--- src/verilog/icache_geom_pkg.sv ---
package icache_geom_pkg;

  // fetch address and bus word width
  localparam int ADDR_W = 32;
  localparam int DATA_W = 32;

  // address split into tag | index | byte offset
  localparam int TAG_W = 19;
  localparam int IDX_W = 7;
  localparam int OFF_W = 6;

  // 8 KB direct mapped store of 64 byte lines
  localparam int LINES = 128;

  // one refill beat per 32-bit word
  localparam int WORDS_PER_LINE = 16;
  localparam int BEAT_W = 4;

  // four words handed to the aligner
  localparam int WIN_W = 128;

  // top address nibble of the region that bypasses the cache
  localparam logic [3:0] UNCACHED_NIBBLE = 4'hA;

endpackage

--- src/verilog/icache_inst_pkg.sv ---
package icache_inst_pkg;

  // one 32-bit fetch slot
  // read as a whole instruction or built from two halfwords
  typedef union packed {
    logic [31:0] word;
    struct packed {
      logic [15:0] hi;
      logic [15:0] lo;
    } half;
  } fetch_slot_u;

  // fetch sequencing
  typedef enum logic [2:0] {
    ST_IDLE     = 3'd0,
    ST_LOOKUP   = 3'd1,
    ST_REFILL   = 3'd2,
    ST_UNCACHED = 3'd3,
    ST_DONE     = 3'd4
  } ctrl_state_e;

endpackage

--- src/verilog/icache_ctrl.sv ---
`timescale 1ns/100ps

module icache_ctrl (
  input  logic                               clk,
  input  logic                               rst,
  input  logic                               fetch_valid_i,
  input  logic [icache_geom_pkg::ADDR_W-1:0] fetch_addr_i,
  input  logic                               hit_i,
  input  logic                               refill_done_i,
  input  logic [icache_geom_pkg::DATA_W-1:0] uncached_word_i,
  output logic [icache_geom_pkg::ADDR_W-1:0] req_addr_o,
  output logic [icache_geom_pkg::DATA_W-1:0] uncached_word_o,
  output logic                               start_line_o,
  output logic                               start_word_o,
  output logic                               inst_valid_o,
  output logic                               use_uncached_o
);
  import icache_geom_pkg::*;
  import icache_inst_pkg::*;

  ctrl_state_e       state_q;
  ctrl_state_e       state_d;
  logic [ADDR_W-1:0] addr_q;
  logic [DATA_W-1:0] unc_word_q;
  logic              in_region;

  // only place the uncached region is tested
  assign in_region = (addr_q[ADDR_W-1 -: 4] == UNCACHED_NIBBLE);

  // refill requests go out in the lookup cycle
  assign start_line_o = (state_q == ST_LOOKUP) && !in_region && !hit_i;
  assign start_word_o = (state_q == ST_LOOKUP) && in_region;

  // hit answers in the lookup cycle itself
  // uncached answers one cycle after its ack
  assign inst_valid_o = ((state_q == ST_LOOKUP) && !in_region && hit_i) ||
                        (state_q == ST_DONE);
  assign use_uncached_o = (state_q == ST_DONE);

  assign req_addr_o      = addr_q;
  assign uncached_word_o = unc_word_q;

  always_comb begin
    state_d = state_q;
    case (state_q)
      ST_IDLE: begin
        if (fetch_valid_i) begin
          state_d = ST_LOOKUP;
        end
      end
      ST_LOOKUP: begin
        if (in_region) begin
          state_d = ST_UNCACHED;
        end else if (hit_i) begin
          state_d = ST_IDLE;
        end else begin
          state_d = ST_REFILL;
        end
      end
      // line written on the last ack then look again
      ST_REFILL: begin
        if (refill_done_i) begin
          state_d = ST_LOOKUP;
        end
      end
      ST_UNCACHED: begin
        if (refill_done_i) begin
          state_d = ST_DONE;
        end
      end
      default: begin
        state_d = ST_IDLE;
      end
    endcase
  end

  always_ff @(posedge clk) begin
    if (rst) begin
      state_q <= ST_IDLE;
    end else begin
      state_q <= state_d;
    end
  end

  // request address held from capture until the answer
  always_ff @(posedge clk) begin
    if (state_q == ST_IDLE && fetch_valid_i) begin
      addr_q <= fetch_addr_i;
    end
    // raw bus word kept for the single answer cycle
    if (state_q == ST_UNCACHED && refill_done_i) begin
      unc_word_q <= uncached_word_i;
    end
  end

endmodule

--- config.mk ---
export PLATFORM = sky130hd
export DESIGN_NAME = icache_ctrl
export DESIGN_NICKNAME = d
export VERILOG_FILES = /design/src/verilog/icache_geom_pkg.sv /design/src/verilog/icache_inst_pkg.sv /design/src/verilog/icache_ctrl.sv
export SDC_FILE = /design/constraint.sdc
export NUM_CORES = 1
export LEC_CHECK = 0
export CORE_UTILIZATION = 49
export DETAILED_ROUTE_END_ITERATION = 10
export DONT_BUFFER_PORTS = 1
export PLACE_DENSITY = 0.61
export SLEW_MARGIN = 5
export SYNTH_ARGS = -nofsm -noshare
export SYNTH_HDL_FRONTEND = slang
export SYNTH_SLANG_ARGS = --single-unit
--- constraint.sdc ---
create_clock -name clk -period 2.8 [get_ports clk]
set_input_delay 0.28 -clock clk [delete_from_list [all_inputs] [get_ports clk]]
set_output_delay 0.28 -clock clk [all_outputs]
set_load 0.02 [all_outputs]
==> results.txt <==
The run finished with clean final reports. The die extent in y came out at 67.9 um. The net count reported at finish came out at 170. The HPWL after detailed placement came out at 2560 um.

The global routing usage summed across all routing layers came out at 0.142. The average detailed-routed wire length per instance came out at 22.4 um. The share of total power dissipated in the clock network is 0.360. Among all flip-flop cells after synthesis, the most frequent one is sky130_fd_sc_hd__edfxtp_1. The clock sink count came out at 67.

The setup-violating endpoint count in the final report came out at 0. The most repeated cell in the gate-level netlist after synthesis is sky130_fd_sc_hd__edfxtp_1. Counting every net in the synthesized netlist gives 156.

The count of cells along the worst register-to-register path came out at 3. The worst setup path is of the flip-flop to output pin kind. The number of global-route vias before repair came out at 843. The number of gates resized after CTS is 0. The number of antenna violations at the first check in global routing came out at 0.

The number of enable flip-flop cells after synthesis is 64. The fill cell total of the finished layout came out at 314. In this design, the largest share of critical-path delay is due to simple AND/OR/NAND/NOR gates.

The net switching component of the power came out at 391 uW. Setup total negative slack on the finished layout was measured at 0 ns. The distinct cell type count of the synthesized netlist is 17. The number of port buffers is 0. The area inside the core boundary is 0.00409 sq mm.

Sorting the synthesized cells by area gives the leading types as sky130_fd_sc_hd__edfxtp_1 (90%), sky130_fd_sc_hd__dfxtp_1 (2.8%), sky130_fd_sc_hd__nor4b_1 (0.82%). Counting instances in the post-synthesis netlist gives the leading cell types as sky130_fd_sc_hd__edfxtp_1 (64), sky130_fd_sc_hd__dfxtp_1 (3), sky130_fd_sc_hd__nor2_1 (3). The diode insertion count for antenna repair came out at 0. The count of max-cap constraint violations came out at 0. In this design, the stage delay of the slowest critical-path cell is 0.52 ns.

The clock input transition at the sequential cells of the worst setup and hold paths came out at 0.06 ns. The width of the chip is 67.9 um. The critical path goes through and4bb_2 -> nor3_1. The worst register-to-register path begins at state_q[0]$_SDFFE_PP0P_. The endpoint identified for the worst register-to-register timing path is req_addr_o[23]$_DFFE_PP_. STA classifies the critical path endpoint as an output pin.

For this run, the number of Yosys warnings is 0. The first global-routing pass estimated 4110 um of wire. The CTS buffer count came out at 9. For this run, the register share of the synthesized area comes to 0.932.

The worst slew slack as a fraction of its limit is 0.587. The post-synthesis instance area came out at 0.00213 sq mm. The utilization after layout is 0.584. The critical path contains buffers and inverters numbering 0 combined. The worst setup path is launched from a flip-flop.

The initial utilization of the core area, before any placement, comes to 0.520. The fraction of registers with async set or reset after synthesis came out at 0. The largest fanout of any net on the critical path came out at 3. The kind of path behind the tightest hold check is primary input to flip-flop.

The number of pins exceeding their max-slew limit in the final report is 0. The total power density per cell area is 817 mW/mm^2. At the worst endpoint, the required time is 2.52 ns. The global-route congestion overflow total is 0. The die covers 0.00461 sq mm. The area share of the leading cell type in the synthesized netlist came out at 0.904.

The cell leakage power came out at 0.000771 uW. Summed over all instances, the cell type with the most area after synthesis is sky130_fd_sc_hd__edfxtp_1. The latest clock arrival within the worst-skew pair came out at 0.32 ns. TritonCTS built the clock tree. The slack of the worst reg-to-reg path came out at 1.38 ns. Of the total power, registers draw 0.622. The share of layout cells above drive strength 1 came out at 0.171.

At the end of routability-driven placement, the weighted congestion stood at 0.827. The switching part of the total power came out at 0.200. The internal portion of the total power is 1560 uW. The cell count along the critical path came out at 2. The number of placed I/O pins came out at 137. Of the total power, combinational logic draws 0.018. After detailed routing, the total wire length is 3480 um.

The share of the cycle needed by the critical path after routing came out at 0.685. The hold violation count in the final report came out at 0. The H-tree generated during clock tree synthesis spans 3 levels. The number of remaining DRC errors is 0. The post-synthesis area per instance came out at 24.4 sq um. After detailed routing, the number of vias per cell comes to 5.72. The count of buffers added by post-CTS timing repair for setup is 0. Clock tree synthesis selected as its root buffer the cell sky130_fd_sc_hd__clkbuf_8. From synthesis to final layout, the design area changed by 12.3%. The number of design-rule violations left by the first detailed-router iteration came out at 25. Setup repair after global routing left no endpoint under its margin. The count of hold-fix buffers inserted at cts is 0. The critical path capture point is start_line_o.

The setup clock skew after layout came out at 0.00424 ns. The detail route stage leaves a number of antenna-violating nets equal to 0. The number of vias in the routed layout is 887. The detailed-router iteration count before antenna repair is 4.

After technology mapping, the gate count stands at 87. The cell with the biggest individual delay on the critical path is sky130_fd_sc_hd__nor3_1. The start point of the critical path is req_addr_o[29]$_DFFE_PP_. The clock period minus final worst setup slack came out at 1.92 ns. Data on the critical path arrives at its endpoint at 1.64 ns.

The cell count of the worst hold path is 1. For the pin with the worst max-slew slack, the measured transition is 0.614 ns. The fmax is 521 MHz. The peak supply drop came out at 0.506 mV. Entering global routing, the biggest net connects 33 pins. The total of flip-flops plus latches after synthesis came out at 67. The site row count is 23.

The clock passes through at most 2 buffers.
## per-layer routing
| layer | global-route usage | vias up | routed length (um) | part of all wire |
|---|---|---|---|---|
| li1 | - | 376 | - | - |
| met1 | 0.129 | 409 | 1250 | 0.36 |
| met2 | 0.229 | 94 | 1710 | 0.49 |
| met3 | 0.0783 | 8 | 430 | 0.12 |
| met4 | 0.117 | 0 | 85 | 0.024 |
| met5 | 0 | - | 0 | 0 |
## area by class of cell
type	count	area [sq um]	share of cell area
well taps	50	62.6	0.0262
clock buffers	11	131	0.0550
repair buffers	3	22.5	0.00943
multi-input cells	20	146	0.0613
flip-flops and latches	67	1980	0.830
clock inverters	4	42.5	0.0178
## power groups by stage
stage | clock network (uW) | logic (uW) | registers (uW)
after floorplan | 0 | 28.5 | 1230
after global placement | 0 | 35.0 | 1230
after detailed placement | 0 | 35.8 | 1230
after CTS | 722 | 36.1 | 1210
after global routing | 764 | 39.0 | 1220
final | 702 | 35.4 | 1210
## worst reg2reg max path, stage by stage (launching register included)
cell and delay (ns):
sky130_fd_sc_hd__dfxtp_1 0.37, sky130_fd_sc_hd__and2b_2 0.25, sky130_fd_sc_hd__and2_1 0.12, sky130_fd_sc_hd__buf_4 0.34
## per-stage QoR
stage	hold slack, ns	power (uW)	instances	instance area [sq um]	worst slack [ns]
final	0.0344	1950	155	2390	0.881
after global routing	0.0111	2020	155	2390	0.836
after CTS	0.0157	1970	155	2390	0.866
after detailed placement	0.365	1270	140	2210	1.22
after global placement	0.359	1270	140	2210	1.22
after floorplan	0.357	1260	87	2130	0.495
## layout by cell type (no fill, tap or decap), drive strengths merged, types with 2 or more instances in the layout
cell type,count
buf,3
edfxtp,64
dfxtp,3
nor2,3
nand2,2
nor4b,2
clkinv,3
clkbuf,11
nor3,2
## kinds of logic after synthesis
family | Yosys count | share of synthesized area
compound gates | 4 | 0.0177
flops | 67 | 0.932
simple gates | 15 | 0.0459
xor+xnor | 1 | 0.00412
## how the worst min path moves through the flow
stage / end / slack (ns) / from
2_1_floorplan: state_q[2]$_SDFFE_PP0P_ / 0.36 / rst
3_5_place_dp: state_q[2]$_SDFFE_PP0P_ / 0.36 / rst
6_report: state_q[0]$_SDFFE_PP0P_ / 0.03 / rst
3_3_place_gp: state_q[2]$_SDFFE_PP0P_ / 0.36 / rst
5_1_grt: state_q[0]$_SDFFE_PP0P_ / 0.01 / rst
4_1_cts: state_q[0]$_SDFFE_PP0P_ / 0.02 / rst
## flip-flops by register name (all words and copies together) (netlist names)
register and count:
state_q 3, req_addr_o 32, uncached_word_o 32
Note: power is estimated with default switching activity, not from simulation.
