==> config.mk <==
export PLATFORM = sky130hd
export DESIGN_NAME = icache_align
export DESIGN_NICKNAME = d
export VERILOG_FILES = /design/src/verilog/icache_geom_pkg.sv /design/src/verilog/icache_inst_pkg.sv /design/src/verilog/icache_align.sv
export SDC_FILE = /design/constraint.sdc
export NUM_CORES = 1
export LEC_CHECK = 0
export BUFFER_PORTS_ARGS = -buffer_cell sky130_fd_sc_hd__clkbuf_2
export CORE_AREA = 2 2 86 88
export DETAILED_ROUTE_END_ITERATION = 16
export DIE_AREA = 0 0 88 90
export PLACE_DENSITY = 0.79
export SLEW_MARGIN = 20
export SYNTH_ARGS = -nofsm -noshare
export SYNTH_HDL_FRONTEND = slang
export SYNTH_SLANG_ARGS = --single-unit
==> constraint.sdc <==
create_clock -name vclk -period 2.4
set_clock_uncertainty 0.15 [all_clocks]
set_input_delay 0.24 -clock vclk [all_inputs]
set_output_delay 0.24 -clock vclk [all_outputs]
set_load 0.005 [all_outputs]
==> src/verilog/icache_geom_pkg.sv <==
package icache_geom_pkg;

  // fetch address and bus word width
  localparam int ADDR_W = 32;
  localparam int DATA_W = 32;

  // address split into tag | index | byte offset
  localparam int TAG_W = 19;
  localparam int IDX_W = 7;
  localparam int OFF_W = 6;

  // 8 KB direct mapped store of 64 byte lines
  localparam int LINES = 128;

  // one refill beat per 32-bit word
  localparam int WORDS_PER_LINE = 16;
  localparam int BEAT_W = 4;

  // four words handed to the aligner
  localparam int WIN_W = 128;

  // top address nibble of the region that bypasses the cache
  localparam logic [3:0] UNCACHED_NIBBLE = 4'hA;

endpackage

==> src/verilog/icache_inst_pkg.sv <==
package icache_inst_pkg;

  // one 32-bit fetch slot
  // read as a whole instruction or built from two halfwords
  typedef union packed {
    logic [31:0] word;
    struct packed {
      logic [15:0] hi;
      logic [15:0] lo;
    } half;
  } fetch_slot_u;

  // fetch sequencing
  typedef enum logic [2:0] {
    ST_IDLE     = 3'd0,
    ST_LOOKUP   = 3'd1,
    ST_REFILL   = 3'd2,
    ST_UNCACHED = 3'd3,
    ST_DONE     = 3'd4
  } ctrl_state_e;

endpackage

==> src/verilog/icache_align.sv <==
`timescale 1ns/100ps

module icache_align (
  input  logic [icache_geom_pkg::ADDR_W-1:0] addr_i,
  input  logic [icache_geom_pkg::WIN_W-1:0]  window_i,
  input  logic                               uncached_i,
  input  logic [icache_geom_pkg::DATA_W-1:0] uncached_word_i,
  output logic [icache_geom_pkg::DATA_W-1:0] inst_o
);
  import icache_geom_pkg::*;
  import icache_inst_pkg::*;

  logic [2:0]  hw_sel;
  logic [2:0]  nxt_sel;
  logic [15:0] cur_hw;
  logic [15:0] nxt_hw;
  logic        line_end;
  fetch_slot_u slot;

  // halfword inside the 16 byte window
  assign hw_sel  = addr_i[3:1];
  // wraps into slot 0 which the store fills from the next group
  assign nxt_sel = hw_sel + 3'd1;

  assign cur_hw = window_i[{hw_sel, 4'b0000} +: 16];
  assign nxt_hw = window_i[{nxt_sel, 4'b0000} +: 16];

  // last halfword of the line has nothing after it
  assign line_end = &addr_i[OFF_W-1:1];

  always_comb begin
    slot.half.lo = cur_hw;
    // low bits 11 mark a full 32-bit instruction
    if (cur_hw[1:0] == 2'b11 && !line_end) begin
      slot.half.hi = nxt_hw;
    end else begin
      slot.half.hi = 16'h0000;
    end
  end

  // uncached word goes out untouched
  assign inst_o = uncached_i ? uncached_word_i : slot.word;

endmodule

==> results.json, run 1 <==
{
  "worst_setup_path_end_kind": "primary output",
  "powerDensity_nw_per_um2": 203,
  "gp_congestion": 0.825,
  "grt-ovfl-total": 0,
  "dr.pass1.iters": 4,
  "postSynthCellCount": 276,
  "nNetsFinal": 660,
  "ir_worst_vdd_mv": 0.0819,
  "grt_pass1_vias": 3323,
  "rsz0062_at_grt": "false",
  "fin_crit_sh": 0.974,
  "hold_viol": 0,
  "grt.busiest_layer": "met2",
  "fmax_mhz": 428,
  "initial_utilization": 0.368,
  "fp.dieW_um": 88,
  "nFlopsAndLatches": 0,
  "ios": 225,
  "grt_use_total": 0.221,
  "required_ns": 2.01,
  "relSlewSlack": 0.609,
  "setup_ws_ns": 0.0635,
  "antenna_found_initial": 0,
  "syn_nets": 470,
  "yosys_warnings": 0,
  "grt_util_met2": 0.439,
  "post_drt_wl_per_cell_um": 16.3,
  "nClkBuffers": 0,
  "arrival_ns": 1.95,
  "min_path_type": "in2out",
  "ys_seq_area_frac": 0,
  "holdPathStages": 4,
  "cts_hold_buf": 0,
  "drive_above_1_share": 0.623,
  "finalSetupViolations": 0,
  "path_class": "in2out",
  "regArea_um2": 0,
  "min_period_ns": 2.34,
  "grtUsageMet1": 0.249,
  "status": "finished clean",
  "final_util": 0.546,
  "syn_to_final_growth_pct": 48.1,
  "syn_area_per_cell_um2": 9.37,
  "critPathMaxFanout": 4,
  "post-place-ws_ns": -0.0520,
  "die_h_um": 90,
  "cap_viol_max_count": 0,
  "grt_pass1_wl_um": 14700,
  "vias_per_cell": 5.63,
  "worst_slew_pin_slew_ns": 0.571,
  "drcViolationCount": 0,
  "leakagePower_nw": 1.92,
  "crit_path_start_kind": "primary input",
  "synth_area_um2": 2590,
  "die-area_um2": 7920,
  "wl_um": 9180,
  "drtIter0Drc": 122,
  "drtAntennaViolNets": 0,
  "grt_max_degree": 53,
  "io_buffers": 198,
  "diodes": 0,
  "ys_types": 26,
  "drv_slew": 0,
  "rows": 31,
  "hpwl_um": 7570,
  "core_region_area_um2": 7020,
  "grt.met3_usage": 0.0119,
  "vias": 3168
}
[worst max-delay path: stages]
cell	delay (ns)
buf_4	0.12
ha_2	0.22
buf_4	0.14
a41oi_1	0.28
nand3_4	0.16
buf_4	0.20
o41ai_1	0.40
clkbuf_2	0.18
[cell families after synthesis]
group | after synthesis | share of synthesized area
buffers and inverters | 36 | 0.0740
multiplexers | 100 | 0.559
adder cells (fa/ha/maj) | 1 | 0.00484
XOR/XNOR | 2 | 0.00677
AND/OR/NAND/NOR | 76 | 0.152
AO/OA/AOI/OAI | 61 | 0.204
[cell type report]
class	count	area (um^2)
fillers	633	3190
multi-input cells	240	2440
repair buffers	224	1270
well taps	99	124
[Yosys cell counts]
cell type,instances,area (um^2)
and3_1,15,93.8
o21ai_1,1,5.00
xor2_1,1,8.76
buf_1,2,7.51
xnor2_1,1,8.76
o31ai_1,15,113
a2111oi_0,15,131
nor2b_1,15,93.8
mux2_1,4,45.0
mux4_1,1,26.3
nand3_4,1,17.5
buf_8,1,15.0
nand3_1,15,75.1
nand2_1,30,113
mux2_2,18,203
o41ai_1,6,52.6
clkbuf_1,19,71.3
mux2i_1,45,450
ha_1,1,12.5
o21ai_0,14,70.1
mux4_2,32,721
buf_4,6,45.0
buf_6,2,22.5
o41ai_2,9,146
a41oi_1,1,8.76
buf_2,6,30.0
[what timing repair did]
| action | 4_1_cts | 5_1_grt |
|---|---|---|
| gates resized for setup | 2 | 2 |
| setup endpoints to repair | 3 | 7 |
| pin swaps | 1 | 0 |
| buffers inserted | 3 | 0 |
[placed cells by master (no fill, tap or decap)]
master       n
nor2b_1     15
buf_6        1
a2111oi_0   15
nand3_4      1
mux2_1       4
o31ai_1     15
o41ai_1      4
mux2_2      18
buf_12       6
ha_2         1
o21ai_1      1
a41oi_1      1
mux2i_1     45
nand2_1     30
o41ai_2     11
and3_1      15
buf_4       20
mux4_2      32
mux4_1       1
xor2_2       1
clkbuf_2   197
nand3_1     15
o21ai_0     14
xnor2_4      1
[per-layer routing]
layer | vias up | routed length, um
met5 | - | 0
met4 | 0 | 105
met3 | 13 | 496
met2 | 142 | 5040
met1 | 1492 | 3540
li1 | 1521 | -
[through the flow]
| step | TNS (ns) | std cells | cell area [um^2] | total power (W) | hold slack [ns] |
|---|---|---|---|---|---|
| 3_5_place_dp | -0.0716 | 560 | 3750 | 0.000759 | 0.601 |
| 6_report | 0 | 563 | 3830 | 0.000779 | 0.600 |
| 3_3_place_gp | -0.0136 | 560 | 3750 | 0.000736 | 0.606 |
| 2_1_floorplan | 0 | 276 | 2590 | 0.000438 | 0.421 |
| 5_1_grt | 0 | 563 | 3830 | 0.000848 | 0.609 |
| 4_1_cts | 0 | 563 | 3810 | 0.000779 | 0.601 |
[final timing paths]
path	slack [ns]	startpoint	end
min	0.60	uncached_word_i[23]	inst_o[23]
max	0.06	addr_i[1]	inst_o[31]
[where the power goes]
group          total [W]  switching [W]  internal (W)
Clock                  0              0             0
Sequential             0              0             0
Combinational   0.000779       0.000356      0.000422
No activity file was read; power rests on OpenSTA's default activity.
==> inputs of run 2 (changes only) <==
--- a/config.mk
+++ b/config.mk
@@ -10,6 +10,7 @@
 export DETAILED_ROUTE_END_ITERATION = 16
 export DIE_AREA = 0 0 88 90
 export PLACE_DENSITY = 0.79
+export SETUP_SLACK_MARGIN = 0.3
 export SLEW_MARGIN = 20
 export SYNTH_ARGS = -nofsm -noshare
 export SYNTH_HDL_FRONTEND = slang
==> run 2 against run 1 <==
Net effect: global-route usage rose by 2.1 points; cell count rose by 3.0%; non-clock buffer count rose by 17; clock-buffer cell count did not move; final area rose by 12%.
==> results.json, run 2 (same netlist as run 1, synthesis figures left out) <==
{
  "core_region_area_um2": 7020,
  "antenna_found_initial": 0,
  "top_layer": "met4",
  "grt_max_degree": 47,
  "drcViolationCount": 0,
  "worst_setup_path_end_kind": "primary output",
  "fill_cells": 587,
  "power_w": 0.000901,
  "hold-path-endpoint": "inst_o[23]",
  "required_ns": 2.01,
  "die_h_um": 90,
  "cts_hold_buf": 0,
  "swShare": 0.448,
  "seqPwrFrac": 0,
  "nClkBuffers": 0,
  "arrival_ns": 1.81,
  "vias": 3358,
  "route.met3.wl_um": 665,
  "rsz0062_at_grt": "true",
  "cap_viol_max_count": 0,
  "met1_length_um": 3820,
  "vias_per_cell": 5.79,
  "relSlewSlack": 0.642,
  "drv_slew": 0,
  "drtAntennaViolNets": 0,
  "fp.dieW_um": 88,
  "ios": 225,
  "critPathMaxFanout": 8,
  "gp_congestion": 0.825,
  "setup_tns_ns": 0,
  "internal_power_w": 0.000498,
  "status": "finished clean",
  "die-area_um2": 7920,
  "drtIter0Drc": 148,
  "post_drt_wl_per_cell_um": 18.2,
  "fin_crit_sh": 0.916,
  "drive_above_1_share": 0.663,
  "initial_utilization": 0.368,
  "min-delay-start": "uncached_word_i[23]",
  "diodes": 0,
  "grt_pass1_vias": 3422,
  "dr.pass1.iters": 4,
  "fmax_mhz": 455,
  "nFlopsAndLatches": 0,
  "grt_use_total": 0.243,
  "syn_to_final_growth_pct": 65.2,
  "ir_worst_vdd_mv": 0.0853,
  "powerDensity_nw_per_um2": 211,
  "grt_pass1_wl_um": 15800,
  "regArea_um2": 0,
  "final_common_cell": "clkbuf_2",
  "holdPathStages": 4,
  "leakagePower_nw": 2.12,
  "min_path_type": "in2out",
  "hold_viol": 0,
  "io_buffers": 198,
  "min_period_ns": 2.20,
  "nNetsFinal": 677,
  "path_class": "in2out",
  "grt-ovfl-total": 0,
  "hpwl_um": 7570,
  "setup_ws_ns": 0.201,
  "rows": 31,
  "placed_cell_area_um2": 3750,
  "finish.instance_area_um2": 4270,
  "post-place-ws_ns": -0.0520,
  "finalSetupViolations": 0,
  "clkPwrFrac": 0,
  "wl_met2_um": 5880,
  "p_comb_frac": 1.000,
  "net-switching-power_w": 0.000403,
  "worst_slew_pin_slew_ns": 0.523,
  "final_cell_mix": "clkbuf_2 (193), mux2i_1 (44), mux4_2 (33), nand2_1 (30), buf_4 (22)",
  "wl_um": 10600,
  "crit_path_start_kind": "primary input"
}
## run 2: cell types whose count changed in the layout (fill, tap and decap cells not counted), sizes merged
cell	change
buf	+17
## run 2: how the worst max path moves through the flow
stage,startpoint,endpoint,slack [ns],cells after the start
2_1_floorplan,addr_i[1],inst_o[21],0.51,6
3_3_place_gp,addr_i[1],inst_o[18],-0.01,7
3_5_place_dp,addr_i[1],inst_o[20],-0.05,7
4_1_cts,addr_i[1],inst_o[19],0.21,8
5_1_grt,addr_i[1],inst_o[20],0.15,8
6_report,addr_i[1],inst_o[20],0.20,8
## run 2: stage by stage
stage	cells	hold WS, ns	utilization
after floorplan	276	0.421	-
after global placement	560	0.606	0.534
after detailed placement	560	0.601	0.534
after CTS	569	0.601	0.581
after global routing	580	0.609	0.609
final	580	0.599	0.609
## run 2: area by class of cell
type	instances	area (um^2)	area share
multi-input combinational	240	2540	0.595
tap	99	124	0.0290
timing repair buffer	241	1610	0.376
## run 2: critical path, stage by stage
cell and delay [ns]:
buf_8 0.11, buf_12 0.14, mux2_4 0.30, mux4_2 0.52, nand3_4 0.14, buf_12 0.14, o41ai_4 0.08, buf_2 0.15
## run 2: power by group through the flow
stage          clock [W]  combinational [W]  sequential, W
2_1_floorplan          0           0.000438              0
3_3_place_gp           0           0.000736              0
3_5_place_dp           0           0.000759              0
4_1_cts                0           0.000851              0
5_1_grt                0           0.000970              0
6_report               0           0.000901              0
## run 2: repair_timing
item | CTS | global route
resized for setup | 32 | 20
cloned | 2 | 4
buffers inserted | 7 | 7
pin swaps | 12 | 2
setup endpoints to repair | 28 | 26
## run 2: per-layer routing
layer	track usage	up-vias
li1	-	1553
met1	0.273	1603
met2	0.474	180
met3	0.0156	22
met4	0.0667	0
met5	0	-
