`config.mk`:
```
export PLATFORM = sky130hd
export DESIGN_NAME = icache_refill
export DESIGN_NICKNAME = d
export VERILOG_FILES = /design/src/verilog/icache_geom_pkg.sv /design/src/verilog/icache_refill.sv
export SDC_FILE = /design/constraint.sdc
export NUM_CORES = 1
export LEC_CHECK = 0
export BUFFER_PORTS_ARGS = -buffer_cell sky130_fd_sc_hd__buf_2
export CAP_MARGIN = 0
export CORE_AREA = 3 3 73 92
export DETAILED_ROUTE_END_ITERATION = 8
export DIE_AREA = 0 0 76 95
export PLACE_DENSITY = 0.74
export SETUP_SLACK_MARGIN = 0.3
export SLEW_MARGIN = 20
export SYNTH_ARGS = -nofsm -noshare
export SYNTH_HDL_FRONTEND = slang
export SYNTH_SLANG_ARGS = --single-unit
```
`constraint.sdc`:
```
create_clock -name clk -period 2.79 [get_ports clk]
set_input_delay 0.279 -clock clk [delete_from_list [all_inputs] [get_ports clk]]
set_output_delay 0.279 -clock clk [all_outputs]
set_load 0.02 [all_outputs]
```
`src/verilog/icache_geom_pkg.sv`:
```
package icache_geom_pkg;

  // fetch address and bus word width
  localparam int ADDR_W = 32;
  localparam int DATA_W = 32;

  // address split into tag | index | byte offset
  localparam int TAG_W = 19;
  localparam int IDX_W = 7;
  localparam int OFF_W = 6;

  // 8 KB direct mapped store of 64 byte lines
  localparam int LINES = 128;

  // one refill beat per 32-bit word
  localparam int WORDS_PER_LINE = 16;
  localparam int BEAT_W = 4;

  // four words handed to the aligner
  localparam int WIN_W = 128;

  // top address nibble of the region that bypasses the cache
  localparam logic [3:0] UNCACHED_NIBBLE = 4'hA;

endpackage

```
`src/verilog/icache_refill.sv`:
```
`timescale 1ns/100ps

module icache_refill (
  input  logic                               clk,
  input  logic                               rst,
  input  logic                               start_line_i,
  input  logic                               start_word_i,
  input  logic [icache_geom_pkg::ADDR_W-1:0] base_addr_i,
  output logic                               wb_cyc_o,
  output logic                               wb_stb_o,
  output logic [icache_geom_pkg::ADDR_W-1:0] wb_adr_o,
  input  logic                               wb_ack_i,
  input  logic [icache_geom_pkg::DATA_W-1:0] wb_dat_i,
  output logic [icache_geom_pkg::BEAT_W-1:0] beat_o,
  output logic                               wr_en_o,
  output logic [icache_geom_pkg::DATA_W-1:0] wr_data_o,
  output logic                               done_o
);
  import icache_geom_pkg::*;

  logic              busy_q;
  logic              line_q;
  logic [BEAT_W-1:0] beat_q;
  logic [ADDR_W-1:0] adr_q;
  logic              ack_beat;
  logic              last_beat;

  // stb stays up from start to last ack so it waits with cyc
  assign wb_cyc_o = busy_q;
  assign wb_stb_o = busy_q;
  assign wb_adr_o = adr_q;

  assign ack_beat  = busy_q && wb_ack_i;
  assign last_beat = !line_q || (beat_q == BEAT_W'(WORDS_PER_LINE - 1));

  // store write port follows the bus directly
  assign beat_o    = beat_q;
  assign wr_data_o = wb_dat_i;
  assign wr_en_o   = ack_beat && line_q;
  assign done_o    = ack_beat && last_beat;

  always_ff @(posedge clk) begin
    if (rst) begin
      busy_q <= 1'b0;
      beat_q <= '0;
    end else if (start_line_i || start_word_i) begin
      busy_q <= 1'b1;
      beat_q <= '0;
    end else if (done_o) begin
      busy_q <= 1'b0;
    end else if (ack_beat) begin
      beat_q <= beat_q + 1'b1;
    end
  end

  // line reads start at the line base and walk up by words
  always_ff @(posedge clk) begin
    if (start_line_i) begin
      line_q <= 1'b1;
      adr_q  <= {base_addr_i[ADDR_W-1:OFF_W], {OFF_W{1'b0}}};
    end else if (start_word_i) begin
      line_q <= 1'b0;
      adr_q  <= {base_addr_i[ADDR_W-1:2], 2'b00};
    end else if (ack_beat && !last_beat) begin
      adr_q <= adr_q + ADDR_W'(4);
    end
  end

endmodule

```
==> impl_metrics.tcl, run 1 <==
set metrics [dict create \
    hold_ws_ps 219 \
    grt_pass1_vias 1895 \
    die-area_um2 7220 \
    clock_latency_ps 290 \
    vdd_drop_max_mv 0.232 \
    multi_input_area_um2 1050 \
    wl_per_cell_um 14.0 \
    pin_count 141 \
    drive_gt1_frac 0.304 \
    cp_cell_sequence "nand4_1 > or4_4 > or4_1 > a31oi_1" \
    cp-end-kind "flop" \
    place_area_um2 2540 \
    postCtsSetupBuffers 0 \
    critical_path.top_delay_family "simple AND/OR/NAND/NOR gates" \
    fill_cells 590 \
    numCtsBuffers 5 \
    clock.fmax_mhz 452 \
    syn-instance-count 259 \
    cp_data_required_time_ps 2920 \
    clock_sinks 36 \
    ys_types 35 \
    yosysSeqAreaShare 0.417 \
    drc 0 \
    synth_area_um2 2350 \
    rows 31 \
    min_period_over_period 0.794 \
    cp_data_arrival_time_ps 2350 \
    drt_iter0_markers 106 \
    slowest_delay_ps 650 \
    cap_viol_max_count 0 \
    drt_wl_total_um 5330 \
    antenna_found_initial 0 \
    start_util 0.402 \
    hold_viol_final 0 \
    place_ws_ps 607 \
    startpoint_type "flop" \
    path_clk_slew_ps 80 \
    rsz0062_at_grt "false" \
    ys_seq_elements 36 \
    slowest_stage "or4_4" \
    grt_max_degree 31 \
    n_antenna_cell 0 \
    track_usage 0.149 \
    gp_congestion 0.777 \
    tns_ps 0 \
    cts_tree "built" \
    drv_slew 0 \
    final_cell_mix "buf_2, edfxtp_1, nand2_1, o21ai_0, nor2_1" \
    power_w 0.00133 \
    cts.repair.resized 0 \
    final.min_clock_period_ps 2210 \
    cp.depth 4 \
    grt_pass1_wl_um 8710 \
    nets 369 \
    path_max_fanout 15 \
    via_per_inst 5.23 \
    path_buf_inv 0 \
    fp.dieW_um 76 \
    vias 1994 \
    mostFrequentLayoutCell "buf_2" \
    port_buffers 72 \
    synth_warnings 0 \
    regArea_um2 981 \
    crit_type "flop to flop" \
    htreeDepth 2 \
    syn_to_final_growth_pct 11.7 \
    antenna_left 0 \
    setup_viol 0 \
    rr_worst_depth 4 \
    fin_area_um2 2630 \
    clockRootBuffer "clkbuf_8" \
    hold-path-cell-count 2 \
    dp_hpwl_um 3870 \
    syn_area_per_cell_um2 9.09 \
    min_path_type "primary input to flop" \
    cts_buffer_depth 2 \
    run_status "completed" \
    grt_remaining_overflow 0 \
    setup_slack_ps 575 \
    core_region_area_um2 5860 \
    holdBufCountCts 0 \
    power_density_nw_per_um2 504 \
    p_leak_nw 1.02 \
    skew_ps 7.02 \
    die_y_um 95 \
    drtPass1Iterations 4 \
]
-- final cells by class --
type,count,share of cell area
Multi-Input combinational cell,174,0.399
Sequential cell,36,0.373
Timing Repair Buffer,75,0.146
Tap cell,82,0.0390
Clock buffer,6,0.0314
Inverter,6,0.00856
Clock inverter,2,0.00381
-- sequential cells by signal (all words and copies together), names as in the netlist --
name and flops:
wb_cyc_o 1, line_q 1, beat_o 4, wb_adr_o 30
-- synthesized netlist by cell type --
| cell type | number | area (um2) |
|---|---|---|
| a31oi_1 | 14 | 87.6 |
| and3_1 | 3 | 18.8 |
| a211oi_1 | 3 | 22.5 |
| or3_1 | 7 | 43.8 |
| or4_4 | 2 | 22.5 |
| ha_1 | 2 | 25.0 |
| nand4_2 | 1 | 12.5 |
| conb_1 | 1 | 3.75 |
| a21oi_1 | 2 | 10.0 |
| clkinv_1 | 1 | 3.75 |
| nand2b_1 | 1 | 6.26 |
| mux2i_1 | 1 | 10.0 |
| dfxtp_1 | 10 | 200 |
| nand4_4 | 1 | 21.3 |
| buf_4 | 35 | 263 |
| nor2_1 | 21 | 78.8 |
| or2_2 | 1 | 6.26 |
| nand2_1 | 21 | 78.8 |
| clkbuf_1 | 7 | 26.3 |
| xor2_1 | 5 | 43.8 |
| inv_1 | 5 | 18.8 |
| nand4_1 | 8 | 50.1 |
| xnor2_1 | 13 | 114 |
| or3_2 | 1 | 7.51 |
| a21o_1 | 1 | 7.51 |
| or4_1 | 6 | 45.0 |
| nor4_1 | 2 | 12.5 |
| buf_6 | 2 | 22.5 |
| o31ai_1 | 6 | 45.0 |
| o21ai_0 | 22 | 110 |
| edfxtp_1 | 26 | 781 |
| nor3_1 | 10 | 50.1 |
| a311oi_1 | 1 | 8.76 |
| and4_1 | 3 | 26.3 |
| nand3_1 | 14 | 70.1 |
-- cell families after synthesis --
kind of cell	Yosys count	share of synthesized area
flops	36	0.417
fa+ha+maj	2	0.0106
mux	1	0.00425
other cells	1	0.00159
xor+xnor	18	0.0670
compound gates	49	0.124
buf+inv	50	0.142
simple gates	102	0.234
-- layer usage --
metal,GRT usage,vias up,wire length [um]
met1,0.171,910,2150
met4,0.0483,0,53
li1,-,991,-
met3,0.0487,9,413
met5,0,-,0
met2,0.265,84,2710
-- path summary, 6_finish.rpt --
| path | slack [ps] | endpoint | start |
|---|---|---|---|
| worst min register to register | 500 | line_q$_SDFFE_PP1P_ | line_q$_SDFFE_PP1P_ |
| worst max-delay path | 580 | wb_adr_o[31]$_DFFE_PP_ | wb_adr_o[4]$_SDFFE_PP0P_ |
| worst max register to register | 580 | wb_adr_o[31]$_DFFE_PP_ | wb_adr_o[4]$_SDFFE_PP0P_ |
| worst min-delay path | 220 | wb_cyc_o$_SDFFE_PP0P_ | rst |
-- power by group --
group / leakage (nW) / switching (W) / internal [W]
Sequential: 0.348 / 0.0000635 / 0.000628
Clock: 0.0510 / 0.000193 / 0.000197
Combinational: 0.620 / 0.000150 / 0.0000942
-- worst reg2reg max path: stages (launching register included) --
cell,delay [ps]
dfxtp_1,480
nand4_1,250
or4_4,650
or4_1,500
a31oi_1,180
-- stage by stage --
step                std cells  utilization
floorplan                 260            -
global placement          373        0.433
detailed placement        373        0.433
CTS                       381        0.449
global route              381        0.449
finish                    381        0.449
Power figures use the tool's default switching activity.
==> inputs of run 2 (changes only) <==
Settings changed: CORE_AREA 3 3 73 92 to 3 3 70 88, DIE_AREA 0 0 76 95 to 0 0 73 91, PLACE_DENSITY 0.74 to 0.77.
Clock period 2.79 ns to 2.1 ns, I/O delays scaled along.
==> run 2 against run 1 <==
Clock-buffer cell count stayed put. Combinational power up 68%. Core utilization up 9.7 points. Die area decreased by 8.0%. Clock power increased by 59%. Via count is 9.8% higher. Non-clock buffer count rose by 32. Cell area up 13%. Critical endpoint is now wb_adr_o[26]$_DFFE_PP_.
==> impl_metrics.tcl, run 2 (synthesis gave the netlist of run 1 again) <==
set metrics [dict create \
    run_status "completed" \
    fin_cells 397 \
    dp_hpwl_um 4010 \
    cts_buffer_depth 2 \
    vias 2189 \
    crit_type "flop to flop" \
    regArea_um2 988 \
    power_density_nw_per_um2 650 \
    track_usage 0.179 \
    setup_slack_ps 91.4 \
    fp.dieW_um 73 \
    cap_viol_max_count 0 \
    hold_ws_ps 143 \
    cp_data_required_time_ps 2230 \
    syn_to_final_growth_pct 26.3 \
    numCtsBuffers 5 \
    antenna_left 0 \
    largest_register_ffs 30 \
    grt_max_degree 31 \
    switching_share 0.298 \
    cp_data_arrival_time_ps 2140 \
    holdBufCountCts 0 \
    intPower_w 0.00136 \
    pin_count 141 \
    n_antenna_cell 0 \
    grt_remaining_overflow 0 \
    clockRootBuffer "clkbuf_8" \
    drc 0 \
    skew_ps 11.5 \
    grt_pass1_wl_um 9540 \
    final.min_clock_period_ps 2010 \
    clock.fmax_mhz 498 \
    p_switching_w 0.000575 \
    cp-end-kind "flop" \
    htreeDepth 2 \
    die-area_um2 6640 \
    hold_viol_final 0 \
    drt_wl_total_um 6020 \
    path_clk_slew_ps 80 \
    start_util 0.432 \
    p_leak_nw 1.21 \
    drt_iter0_markers 120 \
    core_region_area_um2 5440 \
    vdd_drop_max_mv 0.316 \
    mostFrequentLayoutCell "buf_2" \
    min_period_over_period 0.956 \
    port_buffers 72 \
    min_path_type "primary input to flop" \
    place_ws_ps 33.1 \
    setup_viol 0 \
    path_max_fanout 6 \
    die_y_um 91 \
    via_per_inst 5.51 \
    rows 30 \
    nets 403 \
    grt_pass1_vias 2100 \
    antenna_found_initial 0 \
    comb_power_share 0.213 \
    drtPass1Iterations 6 \
    rsz0062_at_grt "true" \
    multi_input_area_um2 1130 \
    drive_gt1_frac 0.393 \
    drv_slew 0 \
    clock_sinks 36 \
    gp_congestion 0.797 \
    fill_cells 468 \
    startpoint_type "flop" \
    cts_tree "built" \
    fin_util 0.546 \
    clkPwrFrac 0.321 \
    final_cell_mix "buf_2, buf_4, edfxtp_1, nand2_1, nor2_1" \
    place_inst 370 \
    clock_latency_ps 290 \
    wl_per_cell_um 15.2 \
    seqPwrFrac 0.466 \
]
==> run 2: cell types whose count changed in the layout (fill, tap and decap cells not counted), sizes merged <==
cell    previous run  this run
buf               75       107
or4                8        10
bufinv             0         1
clkinv             3         2
==> run 2: worst max-delay path, cell delays in order (launching register included) <==
cell and delay (ps):
dfxtp_4 360, ha_4 130, nand4_1 130, or4_4 560, or4_1 490, a31oi_1 190
==> run 2: per-layer routing <==
layer / vias up / share of wire / track usage
met5: - / 0 / 0
met4: 0 / 0.016 / 0.0738
met3: 13 / 0.062 / 0.0332
met2: 83 / 0.52 / 0.313
met1: 1025 / 0.40 / 0.208
li1: 1068 / - / -
==> run 2: timing repair <==
action / in CTS / in global routing
cloned: 2 / 0
pin swaps: 5 / 14
endpoints found under the setup margin: 14 / 18
gates resized for setup: 5 / 7
endpoints found under the hold margin: 0 / 0
buffers inserted: 12 / 5
==> run 2: path summary, 6_finish.rpt <==
| kind | end | slack [ps] | startpoint | cells past startpoint |
|---|---|---|---|---|
| setup / recovery | wb_adr_o[26]$_DFFE_PP_ | 90 | wb_adr_o[2]$_SDFFE_PP0P_ | 5 |
| hold / removal | wb_cyc_o$_SDFFE_PP0P_ | 140 | rst | 2 |
| setup reg to reg | wb_adr_o[26]$_DFFE_PP_ | 90 | wb_adr_o[2]$_SDFFE_PP0P_ | 5 |
| hold reg to reg | line_q$_SDFFE_PP1P_ | 520 | line_q$_SDFFE_PP1P_ | 1 |
==> run 2: power groups by stage <==
stage	sequential [W]	combinational (W)	clock, W
global placement	0.000911	0.000380	0
detailed placement	0.000915	0.000386	0
floorplan	0.000989	0.000230	0
CTS	0.000897	0.000405	0.000623
global route	0.000910	0.000449	0.000642
finish	0.000901	0.000411	0.000620
==> run 2: area by class of cell <==
class,instances,area share
flip-flops and latches,36,0.333
multi-input cells,176,0.381
well taps,64,0.0269
inverters,6,0.00758
repair buffers,107,0.215
clock inverters,2,0.0118
clock buffers,6,0.0244
==> run 2: stage by stage <==
stage               instance area [um2]  TNS [ps]  total power [W]
global route                       2970    -0.836          0.00200
detailed placement                 2670         0          0.00130
global placement                   2670         0          0.00129
finish                             2970         0          0.00193
floorplan                          2390         0          0.00122
CTS                                2900         0          0.00193
